$ cat src/logic/cache_pkg.sv
package cache_pkg;

    // cache geometry
    // 4 ways x 64 sets x 16 banks of 4 bytes
    localparam int num_ways       = 4;
    localparam int num_sets       = 64;
    localparam int words_per_line = 16;

    // address split
    // tag 31:12, set 11:6, bank 5:2
    localparam int index_w = 6;
    localparam int bank_w  = 4;
    localparam int tag_w   = 20;

    // one full line, bank 0 in the low word
    typedef logic [511:0] line_t;

    // one enable per byte of a line
    typedef logic [63:0] line_be_t;

    // one-hot way select
    typedef logic [num_ways-1:0] way_sel_t;

    // one wishbone request
    // same layout on the cpu and memory side
    typedef struct packed {
        logic [31:0] adr;
        logic [31:0] dat;
        logic [3:0]  sel;
        logic        we;
    } wb_req_t;

    // controller states
    typedef enum logic [2:0] {
        idle,
        // tag compare, array read
        lookup,
        // sixteen single-word reads into the victim way
        refill,
        // one memory write per cpu write
        write_through,
        // single-cycle cpu ack
        respond
    } ctrl_state_e;

endpackage

$ cat src/logic/mem_wr_ctrl.sv
`timescale 1ns/10ps

module mem_wr_ctrl (
    input  logic [31:0]                     wr_word,
    input  logic [3:0]                      wr_sel,
    input  logic [cache_pkg::bank_w-1:0]    wr_bank,
    input  logic                            wr_valid,
    output cache_pkg::line_t                line_din,
    output cache_pkg::line_be_t             line_be
);

    // same word in every bank
    // byte enables decide which bank actually changes
    assign line_din = {cache_pkg::words_per_line{wr_word}};

    // four enables per bank
    // wr_sel lands on the addressed bank only
    always_comb begin
        line_be = '0;
        if (wr_valid) begin
            line_be[4*wr_bank +: 4] = wr_sel;
        end
    end

endmodule

$ cat config.mk
export PLATFORM = sky130hd
export DESIGN_NAME = mem_wr_ctrl
export DESIGN_NICKNAME = d
export VERILOG_FILES = /design/src/logic/cache_pkg.sv /design/src/logic/mem_wr_ctrl.sv
export SDC_FILE = /design/constraint.sdc
export NUM_CORES = 1
export LEC_CHECK = 0
export BUFFER_PORTS_ARGS = -buffer_cell sky130_fd_sc_hd__buf_4
export CORE_AREA = 2 2 240 242
export DETAILED_ROUTE_END_ITERATION = 6
export DIE_AREA = 0 0 242 244
export GPL_TIMING_DRIVEN = 0
export PLACE_DENSITY_LB_ADDON = 0.1
export SLEW_MARGIN = 20
export SYNTH_ARGS = -nofsm -noshare
export SYNTH_HDL_FRONTEND = slang
export SYNTH_SLANG_ARGS = --single-unit
$ cat constraint.sdc
create_clock -name vclk -period 4.4
set_input_delay 0.22 -clock vclk [all_inputs]
set_output_delay 0.22 -clock vclk [all_outputs]
set_load 0.02 [all_outputs]
==> results of run 1 <==
[cells in the mapped netlist, types with 2 or more instances]
cell type / n
and2b_1: 2
nor2_1: 50
nand4_1: 8
nor3_1: 12
ha_1: 2
and2_1: 4
buf_2: 2
nand2_1: 2
o2111ai_1: 2
nand4b_1: 2
clkbuf_1: 3
inv_1: 4
buf_4: 512
nand3_1: 12
[critical path: stages]
cell     delay [ns]
buf_4          0.11
inv_1          0.08
ha_1           0.37
and2b_1        0.34
nand4_1        0.48
nor2_1         0.31
buf_4          0.19
[layer usage]
layer,vias up,global-route usage [%]
li1,2619,-
met1,2243,7.54
met2,321,14.9
met3,6,2.79
met4,0,0.381
met5,-,0
[report_power, final]
group	internal, uW	switching (uW)	leakage [uW]
clock	0	0	0
sequential	0	0	0
combinational	605	553	0.00550
[area by class of cell]
cell class	instances	area share [%]
Tap cell	756	9.63
Buffer	518	39.5
Timing Repair Buffer	585	44.7
Multi-Input combinational cell	111	6.01
Inverter	4	0.153
[through the flow]
stage / hold slack [ns] / power (uW) / util, % / instances / worst slack (ns)
2_1_floorplan: 0.553 / 729 / - / 633 / 2.55
3_3_place_gp: 0.639 / 1190 / 17.5 / 1974 / 1.87
3_5_place_dp: 0.639 / 1180 / 17.5 / 1974 / 1.90
4_1_cts: 0.639 / 1180 / 17.5 / 1974 / 1.90
5_1_grt: 0.640 / 1220 / 17.5 / 1974 / 1.82
6_report: 0.638 / 1160 / 17.5 / 1974 / 2.08
[placed cells by master (no fill, tap or decap), types with 2 or more instances in the layout]
cell	synthesis	layout
buf_4	512	1097
nor2_1	50	50
nor3_1	12	12
nand3_1	12	12
nand4_1	8	8
inv_1	4	4
and2_1	4	4
clkbuf_1	3	3
and2b_1	2	2
buf_2	2	2
o2111ai_1	2	2
nand2_1	2	2
nand4b_1	2	2
ha_1	2	2
[worst max-delay path by stage]
stage          cells after the start     endpoint  slack (ns)
6_report                           7  line_be[46]        2.08
3_5_place_dp                       7  line_be[46]        1.90
4_1_cts                            7  line_be[46]        1.90
5_1_grt                            7  line_be[46]        1.82
2_1_floorplan                      5   line_be[0]        2.55
3_3_place_gp                       7  line_be[46]        1.87
[logic make-up after synthesis]
kind of cell	count (synthesis)
fa+ha+maj	2
buf+inv	522
simple gates	103
compound gates	5
xor+xnor	1
==> results_dict.tcl, run 1 <==
set metrics [dict create \
    synthSimpleGateAreaFrac_pct 11.6 \
    start_kind "input pin" \
    critPathMaxFanout 6 \
    hold_buffers 0 \
    placed_cell_area_um2 9820 \
    endpoint_kind "output port" \
    status "completed" \
    yosys.area_share.xor_xnor_pct 0.195 \
    pin_count 617 \
    port_buffers 585 \
    synth_adder_area_share_pct 0.558 \
    die_area_um2 59000 \
    gp_congestion 0.713 \
    cts_setup_buffers 0 \
    clkbuf_count 0 \
    via_per_inst 2.63 \
    rsz0062_at_grt "no" \
    fin_setup_tns_ns 0 \
    worstSetupStartpoint "wr_bank[0]" \
    hold-path-cell-count 2 \
    grt_first_pass_wirelength_um 33400 \
    nets 1263 \
    syn_nets 676 \
    area_growth_pct 119 \
    seq_area_um2 0 \
    route.detailed.drc 0 \
    first_pass_iters 4 \
    tightest_slew_ns 0.662 \
    top_layer "met4" \
    core-area_um2 56200 \
    ir_drop_mv 0.0419 \
    max_clock_freq_mhz 431 \
    wl_per_cell_um 12.6 \
    synthMuxAreaShare_pct 0 \
    synthCells 633 \
    min_period_ns 2.32 \
    synth_compound_area_share_pct 0.865 \
    synth_top_family_by_area "buffers and inverters" \
    synth.avg_cell_area_um2 7.08 \
    ys_seq_area_share_pct 0 \
    start_util_pct 7.98 \
    drive_gt1_share_pct 90.9 \
    dr_total_vias 5189 \
    crit_type "input pin to output port" \
    die_y_um 244 \
    holdPathEnd "line_din[268]" \
    period_share_pct 52.8 \
    drt_iter0_drc 79 \
    cp.required_ns 4.18 \
    rows 87 \
    nFlopsAndLatches 0 \
    cts_resized 0 \
    grt.overflow.total 0 \
    fp.dieW_um 242 \
    min_from "wr_word[12]" \
    grt_antenna_before_repair 0 \
    maxCapViolCount 0 \
    synth_cell_types 30 \
    yosysTopAreaCell "buf_4" \
    finalHoldViolCount 0 \
    ys_top_cells_by_area "buf_4 (86%), nor2_1 (4.2%), nand3_1 (1.3%)" \
    grt_pass1_vias 4750 \
    met2_wirelength_um 13400 \
    min_path_type "input pin to output port" \
    grt_max_degree 17 \
    p_leak_uw 0.00550 \
    powerDensity_nw_per_um2 118 \
    syn_area_um2 4480 \
    finalSetupViolCount 0 \
    synth_top_area_share_pct 85.8 \
    stdcell_area_um2 9820 \
    route.met3.wl_um 2640 \
    drt-met1-wl_um 8610 \
    diodes 0 \
    yosys_warnings 0 \
    final_max_slew_viol_count 0 \
    slew_headroom_pct 55.8 \
    hpwl_um 22200 \
    routed_wl_um 24800 \
    grtUsageTotal_pct 7.43 \
    crit_arrival_ns 2.10 \
    antenna_left 0 \
    n_fill_cell 6531 \
    multi_input_area_um2 591 \
]
Power figures use the tool's default switching activity.
==> run 2, diff against run 1 <==
--- a/config.mk
+++ b/config.mk
@@ -6,9 +6,9 @@
 export NUM_CORES = 1
 export LEC_CHECK = 0
 export BUFFER_PORTS_ARGS = -buffer_cell sky130_fd_sc_hd__buf_4
-export CORE_AREA = 2 2 240 242
+export CORE_AREA = 2 2 242 244
 export DETAILED_ROUTE_END_ITERATION = 6
-export DIE_AREA = 0 0 242 244
+export DIE_AREA = 0 0 244 246
 export GPL_TIMING_DRIVEN = 0
 export PLACE_DENSITY_LB_ADDON = 0.1
 export SLEW_MARGIN = 20
==> constraint.sdc (replaced) <==
create_clock -name vclk -period 1.9
set_input_delay 0.095 -clock vclk [all_inputs]
set_output_delay 0.095 -clock vclk [all_outputs]
set_load 0.02 [all_outputs]
==> results_dict.tcl, run 2 (synthesis gave the netlist of run 1 again) <==
set metrics [dict create \
    gp_congestion 0.680 \
    multi_input_area_um2 639 \
    die_area_um2 60000 \
    area_growth_pct 121 \
    first_pass_iters 4 \
    nFlopsAndLatches 0 \
    cp.required_ns 1.80 \
    dr_total_vias 5162 \
    route.detailed.drc 0 \
    ir_drop_mv 0.117 \
    min_from "wr_word[9]" \
    wl_per_cell_um 11.8 \
    die_y_um 246 \
    holdPathEnd "line_din[489]" \
    grt_pass1_vias 4423 \
    hpwl_um 20900 \
    min_path_type "input pin to output port" \
    layout_setup_ws_ns 0.0546 \
    rows 88 \
    clkbuf_count 0 \
    drive_gt1_share_pct 91.7 \
    final_cell_mix "buf_4 (1,095), nor2_1 (50), nand3_1 (12)" \
    status "completed" \
    min_period_ns 1.85 \
    fin_util_pct 17.3 \
    grtUsageTotal_pct 6.62 \
    nets 1265 \
    crit_arrival_ns 1.75 \
    critPathMaxFanout 5 \
    port_buffers 585 \
    p_leak_uw 0.00554 \
    endpoint_kind "output port" \
    maxCapViolCount 0 \
    start_util_pct 7.81 \
    diodes 0 \
    finalSetupViolCount 0 \
    tightest_slew_ns 0.560 \
    seq_area_um2 0 \
    grt.overflow.total 0 \
    core-area_um2 57400 \
    drt_iter0_drc 137 \
    pre_cts_ws_ns -0.0402 \
    antenna_left 0 \
    hold-path-cell-count 2 \
    powerDensity_nw_per_um2 271 \
    slew_headroom_pct 62.5 \
    pin_count 617 \
    routed_wl_um 23300 \
    crit_type "input pin to output port" \
    period_share_pct 97.1 \
    finalHoldViolCount 0 \
    via_per_inst 2.60 \
    grt_max_degree 17 \
    max_clock_freq_mhz 542 \
    grt_first_pass_wirelength_um 30600 \
    fp.dieW_um 244 \
    final_common_cell "buf_4" \
    grt_antenna_before_repair 0 \
    n_fill_cell 6569 \
    start_kind "input pin" \
    final_max_slew_viol_count 0 \
]
-- run 2: changes by cell type in the layout (fill, tap and decap cells not counted), moves of 2 or more --
cell      change
buf_6         +4
and2_1        -2
and2_4        +2
buf_4         -2
clkbuf_1      -2
ha_1          -2
-- run 2: per-stage QoR --
step | hold WS (ns) | cells | total power (uW) | TNS, ns | instance area (um2)
after detailed placement | 0.388 | 1983 | 2710 | -0.190 | 9830
final | 0.387 | 1985 | 2690 | 0 | 9930
after global placement | 0.389 | 1983 | 2740 | -0.346 | 9830
after CTS | 0.388 | 1985 | 2720 | 0 | 9880
after global routing | 0.390 | 1985 | 2820 | -0.0114 | 9930
after floorplan | 0.303 | 633 | 1690 | 0 | 4480
-- run 2: what timing repair did --
item,in CTS,in global routing
resized for setup,4,12
buffers inserted,2,1
endpoints found under the setup margin,12,25
gates cloned,0,0
hold buffers,0,0
pin swaps,3,5
-- run 2: worst max-delay path, stage by stage --
cell    delay (ns)
buf_6         0.10
nor3_2        0.17
ha_2          0.31
or4b_4        0.53
nor3_4        0.25
and2_1        0.16
buf_4         0.14
-- run 2: layer usage --
metal  global-route usage, %  up-vias  wire length, um
met5                       0        -                0
met4                  0.0897        0               38
met3                    1.95        2             2080
met2                    13.4      284            13000
met1                    7.06     2254             8200
li1                        -     2622                -
-- run 2: layout make-up --
class              instances  area share, %
repair buffers           588           44.7
plain buffers            517           39.0
well taps                765           9.64
multi-input cells        111           6.44
inverters                  4          0.151
-- run 2: report_power, final --
group          leakage [uW]  total (uW)  switching [uW]  internal [uW]
combinational       0.00554        2690            1270           1420
clock                     0           0               0              0
sequential                0           0               0              0
-- run 2: worst max path at each step --
stage / to / slack [ns] / cells past startpoint / start
6_report: line_be[3] / 0.05 / 7 / wr_bank[0]
5_1_grt: line_be[1] / -0.01 / 7 / wr_bank[0]
4_1_cts: line_be[1] / 0.02 / 7 / wr_bank[2]
3_5_place_dp: line_be[46] / -0.04 / 9 / wr_bank[0]
3_3_place_gp: line_be[16] / -0.07 / 7 / wr_bank[0]
2_1_floorplan: line_be[0] / 0.30 / 5 / wr_bank[0]
